File: src/hdl/shader_mem_pkg.sv
`default_nettype none

package shader_mem_pkg;

    localparam int WORD_WIDTH     = 32;
    localparam int ADDRESS_WIDTH  = 16;  // byte address
    localparam int RAM_DEPTH_LOG2 = 8;   // 256 words per RAM

    typedef logic [WORD_WIDTH-1:0] word_t;
    typedef logic [ADDRESS_WIDTH-1:0] addr_t;

endpackage

`default_nettype wire

File: src/hdl/shader_isa_pkg.sv
`default_nettype none

package shader_isa_pkg;

    // ~~~~~~~~~~~~~~~~~~~~
    // instruction fields
    localparam int OPCODE_WIDTH    = 6;
    localparam int OPCODE_LSB      = 26;   // opcode in bits 31:26
    localparam int REG_FIELD_WIDTH = 4;
    localparam int RD_LSB          = 22;   // rd in bits 25:22
    localparam int RS_LSB          = 18;   // rs in bits 21:18
    localparam int RT_LSB          = 14;   // rt in bits 17:14
    localparam int IMM_WIDTH       = 14;
    localparam int IMM_LSB         = 0;    // signed immediate in bits 13:0
    localparam int NUM_REGS        = 16;   // r0 reads as zero

    typedef logic [REG_FIELD_WIDTH-1:0] reg_idx_t;
    typedef logic signed [IMM_WIDTH-1:0] imm_t;

    // ~~~~~~~~~~~~~~~~~~~~
    // operations, any other code is illegal
    typedef enum logic [OPCODE_WIDTH-1:0] {
        OP_ADD   = 6'h01,
        OP_SUB   = 6'h02,
        OP_AND   = 6'h03,
        OP_OR    = 6'h04,
        OP_XOR   = 6'h05,
        OP_ADDI  = 6'h06,
        OP_LOAD  = 6'h07,
        OP_STORE = 6'h08,
        OP_BEQ   = 6'h09,
        OP_HALT  = 6'h3f
    } opcode_e;

    // sequencer states
    typedef enum logic [2:0] {
        IDLE    = 3'd0,
        FETCH   = 3'd1,
        DECODE  = 3'd2,
        EXECUTE = 3'd3,
        MEM     = 3'd4,
        HALTED  = 3'd5
    } core_state_e;

endpackage

`default_nettype wire
File: src/hdl/ram_port_if.sv
`timescale 1ns/1ps
`default_nettype none

interface ram_port_if
    import shader_mem_pkg::*;
();

    addr_t address;     // byte address
    logic  write;       // write strobe
    word_t write_data;
    word_t read_data;   // valid one clock after address

    modport requester (
        output address,
        output write,
        output write_data,
        input  read_data
    );

    modport ram (
        input  address,
        input  write,
        input  write_data,
        output read_data
    );

endinterface

`default_nettype wire

File: src/hdl/program_counter.sv
`timescale 1ns/1ps
`default_nettype none

module program_counter
    import shader_isa_pkg::*, shader_mem_pkg::*;
(
    input  wire logic      clock,
    input  wire logic      rst,
    input  wire logic      pc_advance,
    input  wire logic      pc_branch,
    input  wire imm_t      imm,
    ram_port_if.requester  inst_bus
);

    addr_t pc;
    addr_t next_seq;      // address of the next instruction
    addr_t branch_offset;

    assign next_seq = pc + addr_t'(4);

    // signed word offset scaled to bytes
    assign branch_offset = {{(ADDRESS_WIDTH-IMM_WIDTH-2){imm[IMM_WIDTH-1]}}, imm, 2'b00};

    always_ff @(posedge clock) begin
        if (rst) begin
            pc <= '0;
        end else if (pc_branch) begin
            pc <= next_seq + branch_offset;
        end else if (pc_advance) begin
            pc <= next_seq;
        end
    end

    // fetch only, the inst RAM is never written by the core
    assign inst_bus.address    = pc;
    assign inst_bus.write      = 1'b0;
    assign inst_bus.write_data = '0;

endmodule

`default_nettype wire

File: src/flat_wrapper.sv
// flat-port wrapper written by rule: the top's interface ports become plain ports
module program_counter_flat import shader_isa_pkg::*, shader_mem_pkg::*;
  (clock, rst, pc_advance, pc_branch, imm, inst_bus_address, inst_bus_write, inst_bus_write_data, inst_bus_read_data);
  ram_port_if inst_bus_i ();
  input  wire logic clock;
  input  wire logic rst;
  input  wire logic pc_advance;
  input  wire logic pc_branch;
  input  wire imm_t imm;
  output wire logic [$bits(inst_bus_i.address)-1:0] inst_bus_address;
  output wire logic [$bits(inst_bus_i.write)-1:0] inst_bus_write;
  output wire logic [$bits(inst_bus_i.write_data)-1:0] inst_bus_write_data;
  input wire logic [$bits(inst_bus_i.read_data)-1:0] inst_bus_read_data;
  assign inst_bus_address = inst_bus_i.address;
  assign inst_bus_write = inst_bus_i.write;
  assign inst_bus_write_data = inst_bus_i.write_data;
  assign inst_bus_i.read_data = inst_bus_read_data;
  program_counter u_core (.clock(clock), .rst(rst), .pc_advance(pc_advance), .pc_branch(pc_branch), .imm(imm), .inst_bus(inst_bus_i));
endmodule
File: config.mk
export PLATFORM = sky130hd
export DESIGN_NAME = program_counter_flat
export DESIGN_NICKNAME = d
export VERILOG_FILES = /design/src/hdl/shader_mem_pkg.sv /design/src/hdl/shader_isa_pkg.sv /design/src/hdl/ram_port_if.sv /design/src/hdl/program_counter.sv /design/src/flat_wrapper.sv
export SDC_FILE = /design/constraint.sdc
export NUM_CORES = 1
export LEC_CHECK = 0
export BUFFER_PORTS_ARGS = -buffer_cell sky130_fd_sc_hd__buf_4
export CORE_MARGIN = 10
export CORE_UTILIZATION = 35
export CTS_BUF_LIST = sky130_fd_sc_hd__clkbuf_4 sky130_fd_sc_hd__clkbuf_8 sky130_fd_sc_hd__clkbuf_16
export CTS_CLUSTER_SIZE = 24
export DETAILED_ROUTE_END_ITERATION = 7
export PLACE_DENSITY_LB_ADDON = 0.3
export RECOVER_POWER = 100
export SYNTH_ARGS = -nofsm -noshare
export SYNTH_HDL_FRONTEND = slang
export SYNTH_SLANG_ARGS = --single-unit
File: constraint.sdc
create_clock -name clock -period 3.2 [get_ports clock]
set_input_delay 0.32 -clock clock [delete_from_list [all_inputs] [get_ports clock]]
set_output_delay 0.32 -clock clock [all_outputs]
set_load 0.005 [all_outputs]
Yosys cells after proc, flatten, opt, wreduce, memory -nomap -nowiden. Cells that the tools add are included.

Register bits: 16. Logic and storage cells: 6.

Reduce and logical (&&, ||, !) cells: 1. Multiplexer cells: 2. Add/sub/neg operators: 2.

Operators with widths (count): two-way mux 16 bit (2); adder 16 bit (1); adder 16 x 3 -> 16 bit (second input constant) (1); nonzero test 2 bit (1).

Depth between registers and ports, before layout.
Word-level depth: 3. Depth in mapped cells: 12.

Worst setup path before layout. Ideal clock, no wire load.

Kind: flip-flop to flip-flop. Start point: register u_core.pc[2], in the netlist u_core.inst_bus.address[2]. End point: register u_core.pc[15], in the netlist u_core.inst_bus.address[15]. Clock period less this slack: 2.725 ns. Path buffers: 0. Arrival: 2.659 ns. Library setup time: 0.066 ns. Setup slack: 0.475 ns. Stages on the path, launching flop included: 13. Cell sequence: dfxtp_1 ha_1 and2_1 nand3_1 nor2_1 xor2_1 ha_1 and3_1 nand2_1 a211o_2 a21o_2 a311o_1 a21oi_2.

Word-level cells in the longest chain between the ends: 3.

Ends and longest elaborated chain: start: declaration (line program_counter.sv:15) `addr_t pc;`; start signal: assignment (line program_counter.sv:28) `pc <= next_seq + branch_offset;`; start signal: assignment (line program_counter.sv:30) `pc <= next_seq;`; adder 16 x 3 -> 16 bit * (line program_counter.sv:19) `assign next_seq = pc + addr_t'(4);`; adder 16 bit / two-way mux 16 bit (equally long branches) (line program_counter.sv:28, program_counter.sv:29); two-way mux 16 bit * (line program_counter.sv:27) `end else if (pc_branch) begin`.

Mark *: on every way between the ends. The rest lies on a longest branch, timed or not. The select of a mux whose other input is x is not followed. A chain may end at the register's enable or synchronous reset.

Final worst setup path.
Start point: register u_core.pc[3], in the netlist u_core.inst_bus.address[3]. End point: register u_core.pc[15], in the netlist u_core.inst_bus.address[15].

Same word-level chain as after synthesis.

==> flow_metrics.env <==
export IMPL_async_reset_ff_frac=0
export IMPL_fillers=605
export IMPL_rr_startpoint="u_core.inst_bus.address[3]"
export IMPL_nets=352
export IMPL_worst_hold_slack_ns=0.3662
export IMPL_met3_length_um=340
export IMPL_critical_path_max_fanout=6
export IMPL_drt_total_wl_um=5059
export IMPL_critPathArrivalTime_ns=3.21
export IMPL_num_rows=27
export IMPL_worstSetupEndpointType="flip-flop"
export IMPL_dr_wl_met2_um=2359
export IMPL_wl_met1_um=2325
export IMPL_grt_usage=0.1094
export IMPL_drc_errors=0
export IMPL_clock_sinks=14
export IMPL_die_h_um=95.09
export IMPL_max_cap_violations=0
export IMPL_synth_area_leaders="dfxtp_1, buf_4, ha_1"
export IMPL_hold_buffers=0
export IMPL_ff2ff_path_depth=12
export IMPL_finalSetupViolCount=0
export IMPL_avgSynthCellArea_sq_um=8.021
export IMPL_cts_buffer_depth=2
export IMPL_regToRegSetupSlack_ns=0.17
export IMPL_grt_pass1_wl_um=8148
export IMPL_synth_top_cell_area_share=0.1420
export IMPL_dp_hpwl_um=4207
export IMPL_largest_reg_flops=14
export IMPL_ys_ff_latch=14
export IMPL_synth_common_cells="buf_4, nand2_1, ha_1, xnor2_1"
export IMPL_hold_path_cell_count=2
export IMPL_area_growth_pct=10.34
export IMPL_r2r_end="u_core.inst_bus.address[15]"
export IMPL_fin_crit_ns=3.028
export IMPL_grt_ovfl_total=0
export IMPL_min_to="u_core.inst_bus.address[15]"
export IMPL_peakVddDrop_v=0.0001409
export IMPL_grt_pass1_vias=1714
export IMPL_ys_dominant_reg_cell="dfxtp_1"
export IMPL_worstHoldStart="rst"
export IMPL_finClkSkew_ns=0.003034
export IMPL_io_pins=99
export IMPL_wl_per_cell_um=14.37
export IMPL_clock_root_buffer="clkbuf_8"
export IMPL_grt_max_degree=29
export IMPL_yosysTopAreaCell="dfxtp_1"
export IMPL_placedCellCount=349
export IMPL_clkTransAtPathRegs_ns=0.06
export IMPL_clk_insertion_delay_late_ns=0.25
export IMPL_dieArea_sq_um=9041
export IMPL_finalCritPeriodShare=0.9462
export IMPL_p_leak_nw=0.9654
export IMPL_rsz0062_at_grt="false"
export IMPL_worstSetupPathType="reg2reg"
export IMPL_finalHoldViolCount=0
export IMPL_dieWidth_um=95.09
export IMPL_synth_cell_types=52
export IMPL_gp_congestion=0.8442
export IMPL_maxClockFrequency_ghz=0.3303
export IMPL_start_kind="flip-flop"
export IMPL_start_util=0.3605
export IMPL_seq_area_frac_synth=0.1420
export IMPL_yosys_cell_count_top_type="buf_4"
export IMPL_critPathRequiredTime_ns=3.39
export IMPL_drt_pass1_iter_count=4
export IMPL_post_drt_via_cell_ratio=4.838
export IMPL_pre_cts_slack_ns=0.1969
export IMPL_h_tree_depth=1
export IMPL_numPortBuffers=31
export IMPL_drive_above_1_share=0.1750
export IMPL_synth_edf_count=0
export IMPL_layout_cells_non_filler=352
export IMPL_slew_violations=0
export IMPL_vias=1703
export IMPL_powerDensity_nw_per_um2=375.8
export IMPL_grt_antenna_before_repair=0
export IMPL_setup_ws_ns=0.1722
export IMPL_routed_top_layer="met4"
export IMPL_diodes=0
export IMPL_yosysWarnings=0
export IMPL_hp_class="in2reg"
export IMPL_fp_coreArea_sq_um=5473
export IMPL_ant_nets=0
export IMPL_cts_tree="done"
export IMPL_status="completed"
export IMPL_fin_tns_setup_ns=0
export IMPL_drt_iter0_drc=84
export IMPL_synthCells=246
export IMPL_cts_buffers=3
export IMPL_synth_area_sq_um=1973
==> power by group <==
part / switching, mW / internal, mW
logic: 0.245 / 0.198
registers: 0.0285 / 0.199
clock network: 0.0648 / 0.0834
total: 0.338 / 0.480
==> routing by layer <==
metal,track usage,up-vias
met4,0.02993,0
met2,0.1824,56
met1,0.1436,770
met3,0.01493,2
met5,0,-
li1,-,875
==> what timing repair did <==
action | in CTS | in global routing
hold endpoints to repair | 0 | 0
setup buffers | 0 | 0
gates resized for setup | 0 | 3
setup endpoints to repair | 0 | 2
==> how the worst max path moves through the flow <==
stage | from | to | depth (start not counted)
after floorplan | u_core.inst_bus.address[2] | u_core.inst_bus.address[15] | 12
after global placement | u_core.inst_bus.address[3] | u_core.inst_bus.address[15] | 12
after detailed placement | u_core.inst_bus.address[3] | u_core.inst_bus.address[15] | 12
after CTS | u_core.inst_bus.address[3] | u_core.inst_bus.address[15] | 12
after global routing | u_core.inst_bus.address[3] | u_core.inst_bus.address[15] | 12
final | u_core.inst_bus.address[3] | u_core.inst_bus.address[15] | 12
==> stage by stage <==
| stage | total power [mW] | util | cell area [sq um] |
|---|---|---|---|
| after global routing | 0.8867 | 0.3978 | 2177 |
| after global placement | 0.6760 | 0.3951 | 2162 |
| after detailed placement | 0.6803 | 0.3951 | 2162 |
| final | 0.8182 | 0.3978 | 2177 |
| after floorplan | 0.5717 | - | 2101 |
| after CTS | 0.8319 | 0.4026 | 2203 |
==> area by class of cell <==
class,count,area (sq um),share of cell area
inverters,3,11.26,0.005172
well taps,72,90.09,0.04138
clock buffers,3,41.29,0.01897
flip-flops and latches,14,280.3,0.1287
repair buffers,42,274.0,0.1259
multi-input cells,218,1480,0.6799
==> worst max-delay path, stage by stage (launching register included) <==
cell     delay [ns]
dfxtp_1        0.45
ha_2           0.30
and2_1         0.16
nand3_1        0.14
nor2_1         0.18
xor2_1         0.09
ha_1           0.35
and3_1         0.22
nand2_1        0.08
a211o_2        0.32
a21o_2         0.22
a311o_1        0.33
a21oi_2        0.13
==> kinds of logic (layout without fill, tap and decap cells) <==
group	after synthesis	after routing	share of synthesized area
AO/OA/AOI/OAI	51	51	0.1744
multiplexers	1	1	0.005073
AND/OR/NAND/NOR	78	78	0.2194
adder cells (fa/ha/maj)	20	20	0.1306
buffers and inverters	48	48	0.1801
other	1	35	0.001901
flip-flops	14	14	0.1420
XOR/XNOR	33	33	0.1465
==> cells in the final DEF, fill, tap and decap left out, drive strengths merged, types with 11 or more instances in the layout <==
cell | netlist | final
nand3 | 11 | 11
nor2 | 15 | 15
buf | 38 | 28
xor2 | 14 | 14
clkbuf | 7 | 17
dfxtp | 14 | 14
xnor2 | 19 | 19
a211oi | 11 | 11
ha | 19 | 19
nand2 | 21 | 21
conb | 1 | 35
a21oi | 16 | 16
No activity file was read; power rests on OpenSTA's default activity.
