--- config.mk ---
export PLATFORM = sky130hd
export DESIGN_NAME = core_ctrl_fsm
export DESIGN_NICKNAME = d
export VERILOG_FILES = /design/src/hdl/shader_mem_pkg.sv /design/src/hdl/shader_isa_pkg.sv /design/src/hdl/core_ctrl_fsm.sv
export SDC_FILE = /design/constraint.sdc
export NUM_CORES = 1
export LEC_CHECK = 0
export BUFFER_PORTS_ARGS = -buffer_cell sky130_fd_sc_hd__buf_2
export CORE_MARGIN = 2
export CORE_UTILIZATION = 38
export CTS_BUF_LIST = sky130_fd_sc_hd__clkbuf_4
export CTS_CLUSTER_SIZE = 14
export DETAILED_ROUTE_END_ITERATION = 6
export PLACE_DENSITY = 0.7
export REMOVE_ABC_BUFFERS = 1
export SLEW_MARGIN = 10
export SYNTH_ARGS = -nofsm -noshare
export SYNTH_HDL_FRONTEND = slang
export SYNTH_SLANG_ARGS = --single-unit
--- constraint.sdc ---
create_clock -name clock -period 8.5 [get_ports clock]
set_input_delay 0.425 -clock clock [delete_from_list [all_inputs] [get_ports clock]]
set_output_delay 0.425 -clock clock [all_outputs]
set_load 0.01 [all_outputs]
--- src/hdl/shader_mem_pkg.sv ---
`default_nettype none

package shader_mem_pkg;

    localparam int WORD_WIDTH     = 32;
    localparam int ADDRESS_WIDTH  = 16;  // byte address
    localparam int RAM_DEPTH_LOG2 = 8;   // 256 words per RAM

    typedef logic [WORD_WIDTH-1:0] word_t;
    typedef logic [ADDRESS_WIDTH-1:0] addr_t;

endpackage

`default_nettype wire

--- src/hdl/shader_isa_pkg.sv ---
`default_nettype none

package shader_isa_pkg;

    // ~~~~~~~~~~~~~~~~~~~~
    // instruction fields
    localparam int OPCODE_WIDTH    = 6;
    localparam int OPCODE_LSB      = 26;   // opcode in bits 31:26
    localparam int REG_FIELD_WIDTH = 4;
    localparam int RD_LSB          = 22;   // rd in bits 25:22
    localparam int RS_LSB          = 18;   // rs in bits 21:18
    localparam int RT_LSB          = 14;   // rt in bits 17:14
    localparam int IMM_WIDTH       = 14;
    localparam int IMM_LSB         = 0;    // signed immediate in bits 13:0
    localparam int NUM_REGS        = 16;   // r0 reads as zero

    typedef logic [REG_FIELD_WIDTH-1:0] reg_idx_t;
    typedef logic signed [IMM_WIDTH-1:0] imm_t;

    // ~~~~~~~~~~~~~~~~~~~~
    // operations, any other code is illegal
    typedef enum logic [OPCODE_WIDTH-1:0] {
        OP_ADD   = 6'h01,
        OP_SUB   = 6'h02,
        OP_AND   = 6'h03,
        OP_OR    = 6'h04,
        OP_XOR   = 6'h05,
        OP_ADDI  = 6'h06,
        OP_LOAD  = 6'h07,
        OP_STORE = 6'h08,
        OP_BEQ   = 6'h09,
        OP_HALT  = 6'h3f
    } opcode_e;

    // sequencer states
    typedef enum logic [2:0] {
        IDLE    = 3'd0,
        FETCH   = 3'd1,
        DECODE  = 3'd2,
        EXECUTE = 3'd3,
        MEM     = 3'd4,
        HALTED  = 3'd5
    } core_state_e;

endpackage

`default_nettype wire
--- src/hdl/core_ctrl_fsm.sv ---
`timescale 1ns/1ps
`default_nettype none

module core_ctrl_fsm
    import shader_isa_pkg::*, shader_mem_pkg::*;
(
    input  wire logic clock,
    input  wire logic rst,
    input  wire logic run,
    input  wire word_t instr,         // inst RAM read data
    input  wire logic branch_taken,
    input  wire logic misaligned,
    output opcode_e   opcode,
    output reg_idx_t  rd,
    output reg_idx_t  rs,
    output reg_idx_t  rt,
    output imm_t      imm,
    output logic      pc_advance,
    output logic      pc_branch,
    output logic      reg_write,
    output logic      mem_write,
    output logic      halted,
    output logic      exception
);

    core_state_e state;
    word_t       ir;             // instruction register
    opcode_e     fetched_op;
    logic        fetched_legal;
    logic        is_alu_op;
    logic        is_mem_op;

    // ~~~~~~~~~~~~~~~~~~~~
    // decode
    assign fetched_op = opcode_e'(instr[OPCODE_LSB +: OPCODE_WIDTH]);

    always_comb begin
        case (fetched_op)
            OP_ADD, OP_SUB, OP_AND, OP_OR, OP_XOR, OP_ADDI,
            OP_LOAD, OP_STORE, OP_BEQ, OP_HALT: fetched_legal = 1'b1;
            default:                            fetched_legal = 1'b0;
        endcase
    end

    assign opcode = opcode_e'(ir[OPCODE_LSB +: OPCODE_WIDTH]);
    assign rd     = ir[RD_LSB +: REG_FIELD_WIDTH];
    assign rs     = ir[RS_LSB +: REG_FIELD_WIDTH];
    assign rt     = ir[RT_LSB +: REG_FIELD_WIDTH];
    assign imm    = ir[IMM_LSB +: IMM_WIDTH];

    assign is_alu_op = opcode inside {OP_ADD, OP_SUB, OP_AND, OP_OR, OP_XOR, OP_ADDI};
    assign is_mem_op = opcode inside {OP_LOAD, OP_STORE};

    // ~~~~~~~~~~~~~~~~~~~~
    // sequencing
    always_ff @(posedge clock) begin
        if (rst) begin
            state     <= IDLE;
            halted    <= 1'b0;
            exception <= 1'b0;
        end else begin
            case (state)
                IDLE:    if (run) state <= FETCH;
                FETCH:   state <= DECODE;            // PC on inst RAM address
                DECODE: begin
                    ir <= instr;
                    if (!fetched_legal) begin
                        state     <= HALTED;
                        halted    <= 1'b1;
                        exception <= 1'b1;
                    end else begin
                        state <= EXECUTE;
                    end
                end
                EXECUTE: begin
                    if (opcode == OP_HALT) begin
                        state  <= HALTED;
                        halted <= 1'b1;
                    end else if (is_mem_op && misaligned) begin
                        state     <= HALTED;         // nothing written
                        halted    <= 1'b1;
                        exception <= 1'b1;
                    end else if (is_mem_op) begin
                        state <= MEM;
                    end else begin
                        state <= FETCH;
                    end
                end
                MEM:     state <= FETCH;
                HALTED:  state <= HALTED;            // only rst leaves
                default: state <= IDLE;
            endcase
        end
    end

    // strobes, one set per instruction
    assign reg_write  = (state == EXECUTE && is_alu_op) ||
                        (state == MEM && opcode == OP_LOAD);
    assign mem_write  = state == MEM && opcode == OP_STORE;
    assign pc_branch  = state == EXECUTE && opcode == OP_BEQ && branch_taken;
    assign pc_advance = (state == EXECUTE && (is_alu_op || (opcode == OP_BEQ && !branch_taken))) ||
                        state == MEM;

endmodule

`default_nettype wire

Yosys cells after proc, flatten, opt, wreduce, memory -nomap -nowiden
Index checks and enable logic that the tools add are counted.
{"block": "classes", "bitwise": 1, "mux": 13, "n_eq_ne": 30, "reduce_logical": 20}
{"op": "equality test 6 x 3 -> 1 bit, second input constant", "n": 8}
{"op": "equality test 6 x 2 -> 1 bit, second input constant", "n": 4}
{"op": "equality test 6 x 4 -> 1 bit, second input constant", "n": 4}
{"op": "one-hot mux 3 bit (6 select lines)", "n": 1}
{"op": "two-way mux 3 bit", "n": 5}
{"op": "equality test 6 x 1 -> 1 bit, second input constant", "n": 2}
{"op": "equality test 6 bit, second input constant", "n": 2}
{"op": "OR reduction 10 bit", "n": 1}
{"op": "logical AND 1 bit", "n": 8}
{"op": "inequality test 2 bit, second input constant", "n": 4}
{"op": "equality test 3 x 2 -> 1 bit, second input constant", "n": 2}
{"op": "equality test 3 bit, second input constant", "n": 2}
{"op": "nonzero test 6 bit", "n": 1}
{"op": "two-way mux 1 bit", "n": 5}
{"op": "one-hot mux 1 bit (2 select lines)", "n": 2}
{"op": "AND reduction 4 bit", "n": 1}
{"op": "nonzero test 2 bit", "n": 2}
{"op": "equality test 3 x 1 -> 1 bit, second input constant", "n": 1}
{"op": "logical NOT 3 bit", "n": 1}
{"op": "logical OR 1 bit", "n": 3}
{"op": "inequality test 3 bit, second input constant", "n": 1}
{"op": "AND reduction 3 bit", "n": 1}
{"op": "AND reduction 2 bit", "n": 1}
{"op": "logical NOT 1 bit", "n": 1}
{"op": "inverter 1 bit", "n": 1}
{"block": "word_totals", "elab_cells": 68, "ff_bits": 37}

Logic depth before layout (Yosys ltp)
{"block": "logic_depth", "ltp_word": 6, "ltp_mapped": 4, "mapped_depth_nobuf": 4}

Worst setup path after synthesis
OpenSTA, ideal clock, no wires.
{"block": "synth_timing", "path_kind": "register to register", "start": "register state[1]", "end": "register halted", "t_required_ns": 8.441, "path_stages_with_launch": 5, "arrival_time_ns": 3.574, "setup_ns": 0.059, "path_slack_ns": 4.867, "path_cell_list": "dfxtp_1 nor2b_1 nor3b_1 nor3b_1 a221o_1"}
{"block": "synth_between", "elab_chain_cells": 3}
{"item": "start: declaration", "line_no": "core_ctrl_fsm.sv:26", "rtl": "core_state_e state;"}
{"item": "start signal: assignment", "line_no": "core_ctrl_fsm.sv:58", "rtl": "state <= IDLE;"}
{"item": "start signal: assignment", "line_no": "core_ctrl_fsm.sv:63", "rtl": "IDLE: if (run) state <= FETCH;"}
{"item": "start signal: assignment", "line_no": "core_ctrl_fsm.sv:64", "rtl": "FETCH: state <= DECODE;"}
{"item": "equality test 3 x 2 -> 1 bit", "line_no": "core_ctrl_fsm.sv:62", "rtl": "case (state)"}
{"item": "inequality test 3 bit (no source line), or another cell as far along"}
{"item": "AND reduction 3 bit (no source line)"}
{"item": "end signal: assignment", "line_no": "core_ctrl_fsm.sv:59", "rtl": "halted <= 1'b0;"}
{"item": "end signal: assignment", "line_no": "core_ctrl_fsm.sv:69", "rtl": "halted <= 1'b1;"}
{"item": "end signal: assignment", "line_no": "core_ctrl_fsm.sv:78", "rtl": "halted <= 1'b1;"}
{"item": "end: declaration", "line_no": "core_ctrl_fsm.sv:22", "rtl": "output logic halted,"}
Parallel ways exist; a longest one is shown, timed or not.
A chain may end at the register's enable or synchronous reset.

Final worst setup path
{"block": "layout_timing", "start": "register ir[31]", "end": "output reg_write"}
{"block": "layout_between", "elab_chain_cells": 4}
{"item": "start: declaration", "line_no": "core_ctrl_fsm.sv:27", "rtl": "word_t ir;"}
{"item": "start signal: assignment", "line_no": "core_ctrl_fsm.sv:66", "rtl": "ir <= instr;"}
{"item": "equality test 6 x 1 -> 1 bit, or another cell as far along", "line_no": "core_ctrl_fsm.sv:51", "rtl": "assign is_alu_op = opcode inside {OP_ADD, OP_SUB, OP_AND, OP_OR, OP_XOR, OP_ADDI};"}
{"item": "nonzero test 6 bit", "line_no": "core_ctrl_fsm.sv:51"}
{"item": "logical AND 1 bit", "line_no": "core_ctrl_fsm.sv:97", "rtl": "assign reg_write = (state == EXECUTE && is_alu_op) ||"}
{"item": "logical OR 1 bit *", "line_no": "core_ctrl_fsm.sv:97"}
{"item": "end: declaration", "line_no": "core_ctrl_fsm.sv:20", "rtl": "output logic reg_write,"}
Every way passes the cells marked *; elsewhere a longest branch is shown, timed or not.

==> summary.txt <==
Placement
  • GPL Wtd Cong: 0.792
  • Dpl hpwl: 2250 um
  • I/O Buffers: 74
  • Post-placement setup slack: 6.53 ns

Floorplanning
  • Die W: 64.8 um
  • # IOs: 75
  • Cell row count: 22
  • CORE AREA: 3610 sq um
  • Die area: 4200 sq um
  • Die height: 64.8 um
  • Initial core utilization: 39.0%

Drt
  • Routed via count: 1,074
  • Via density: 4.90
  • First DRT Iteration DRCs: 29
  • Mean routed wirelength per cell: 13.3 um
  • 1st-pass router iterations: 4
  • Final WL: 2910 um
  • DRC viols: 0
  • DRT antenna net count: 0

Clock tree
  • CTS max path bufs: 2
  • Root Driver: clkbuf_4
  • Clock Latency Late Sink: 0.33 ns
  • CTS Buf Count: 5
  • # resized after CTS: 0
  • H-tree levels: 2
  • # clock sinks: 37
  • CTS tree: yes
  • Hold-fix buffers, CTS: 0
  • Setup Buffers After CTS: 0
  • Worst-path clk slew: 0.11 ns

Yosys
  • Ys Warns: 0
  • Syn Inst Count: 89
  • Ranking of synthesized cells by area: edfxtp_1 68%, dfxtp_1 7.1%, nor2_1 1.6%, nor3b_1 1.6%, nor3_1 1.4%
  • Post-Syn Area: 1410 sq um
  • FF+latch count, synth: 37
  • Number of synthesized flops with an enable pin: 32
  • Async SR Flop Fraction: 0%
  • Unique masters post-synth: 33
  • Post-synthesis average cell area: 15.8 sq um
  • Area leader, netlist: edfxtp_1
  • Post-synth top area share: 68.4%
  • Most used DFF post-synth: edfxtp_1
  • Sequential element share of the synthesized area: 75.5%

Pwr
  • Leak pwr: 0.799 nW
  • Worst vdd ir: 0.132 mV
  • Total Power: 321 uW
  • Pwr Density: 169 nW/um^2

Finish
  • Fill cell count: 311
  • Layout cells sized above 1: 51.5%
  • Layout area overhead: 35.2%
  • Reg area: 1060 sq um
  • Final core occ: 52.7%
  • Diode count: 0
  • Post-layout nets: 207
  • Multi-input combinational cell area: 338 sq um

Setup path
  • Largest fanout on the critical path: 5
  • Reg2Reg Setup Slack: 6.62 ns
  • Setup CP Type: flip-flop to output pin
  • Buf/Inv on CP: 1
  • Startpoint class of the critical path: flip-flop
  • Crit. End Element: output pin
  • Crit-path slowest cell: edfxtp_1
  • Largest delay share family, worst path: compound AO/OA/AOI/OAI gates
  • WP data arrival: 1.94 ns
  • Max incr delay on CP: 0.47 ns
  • Crit path required time: 8.08 ns
  • Crit-path cells: nor4_2 > a21oi_1 > a2111oi_1 > buf_2

GRT
  • Largest net degree at the start of global routing: 34
  • GRT overflow: 0
  • Vias in the first global route: 1,067
  • All-layer global routing usage: 14.9%
  • First-pass GRT wire length: 4590 um
  • Initial antenna violation count: 0

STA
  • Unrepaired setup endpoints after global routing: no
  • WHS: 0.261 ns
  • Worst Clk Skew: 0.0128 ns
  • Final setup viols: 0
  • Worst Tran Pin Value: 0.433 ns
  • Fin crit share: 27.9%
  • Setup WS post-layout: 6.13 ns
  • Fin. max-slew vios: 0
  • Min Tclk post-route: 2.37 ns
  • Hold Violations, Final: 0
  • Slew margin rel.: 70.9%
  • Fmax: 422 MHz
  • Setup TNS: 0 ns

Status
  • Outcome: completed

Flow run
  • Max_cap viols: 0

Hold path
  • Hold Crit Class: primary input to flip-flop
[layout make-up]
type	instances	share of cell area, %
Clock buffer	5	1.98
Tap cell	48	3.16
Timing Repair Buffer	75	19.9
Multi-Input combinational cell	49	17.8
Inverter	2	0.395
Clock inverter	3	0.922
Sequential cell	37	55.9
[power breakdown]
part           leakage [nW]  total [mW]  internal [mW]  switching, mW
combinational         0.436      0.0265         0.0131         0.0134
sequential            0.331       0.208          0.204        0.00425
clock                0.0326      0.0859         0.0313         0.0546
[cells in the mapped netlist (2+ instances only)]
cell type,n
a21oi_1,2
nand3_1,2
nor3b_1,3
a211o_1,2
edfxtp_1,32
o21ai_0,2
inv_1,2
dfxtp_1,5
nand2_1,4
nor2_1,6
and3_1,3
o21a_1,2
nor3_1,4
[flip-flops by register name (all words and copies together), names as in the netlist]
name	count
exception	1
ir	32
halted	1
state	3
[worst paths after layout]
| kind | start | endpoint | cells after the start |
|---|---|---|---|
| worst max-delay path | ir[31] | reg_write | 4 |
| worst min-delay path | instr[13] | ir[13] | 1 |
| worst max register to register | state[1] | halted | 5 |
| worst min register to register | exception | exception | 1 |
[through the flow]
step           std cells  cell area [sq um]
5_1_grt              219               1900
3_3_place_gp         211               1840
4_1_cts              219               1900
2_1_floorplan         88               1400
6_report             219               1900
3_5_place_dp         211               1840
[layout by cell type, fill, tap and decap left out, types with 2 or more instances in the layout]
master and count:
a211o_1 2, a21oi_1 2, and3_1 3, buf_2 74
clkbuf_4 5, dfxtp_1 5, edfxtp_1 32, inv_1 2
nand2_1 4, nand3_1 2, nor2_1 6, nor3_1 4
nor3b_1 2, o21a_1 2, o21ai_0 2
[logic make-up (layout without fill, tap and decap cells)]
kind of cell           after synthesis  count (layout)  share of synthesized area, %
flip-flops                          37              37                          75.5
AND/OR/NAND/NOR                     32              32                          14.2
AO/OA/AOI/OAI                       17              17                          9.44
buffers and inverters                3              85                         0.801
[metal layers]
| metal | GRT usage [%] | share of wire [%] | vias to the layer above |
|---|---|---|---|
| met5 | 0 | 0 | - |
| met4 | 4.79 | 0.65 | 0 |
| met3 | 7.99 | 9.8 | 4 |
| met2 | 28.0 | 54 | 57 |
| met1 | 13.4 | 36 | 496 |
| li1 | - | - | 517 |
(Power assumes the default switching activity.)
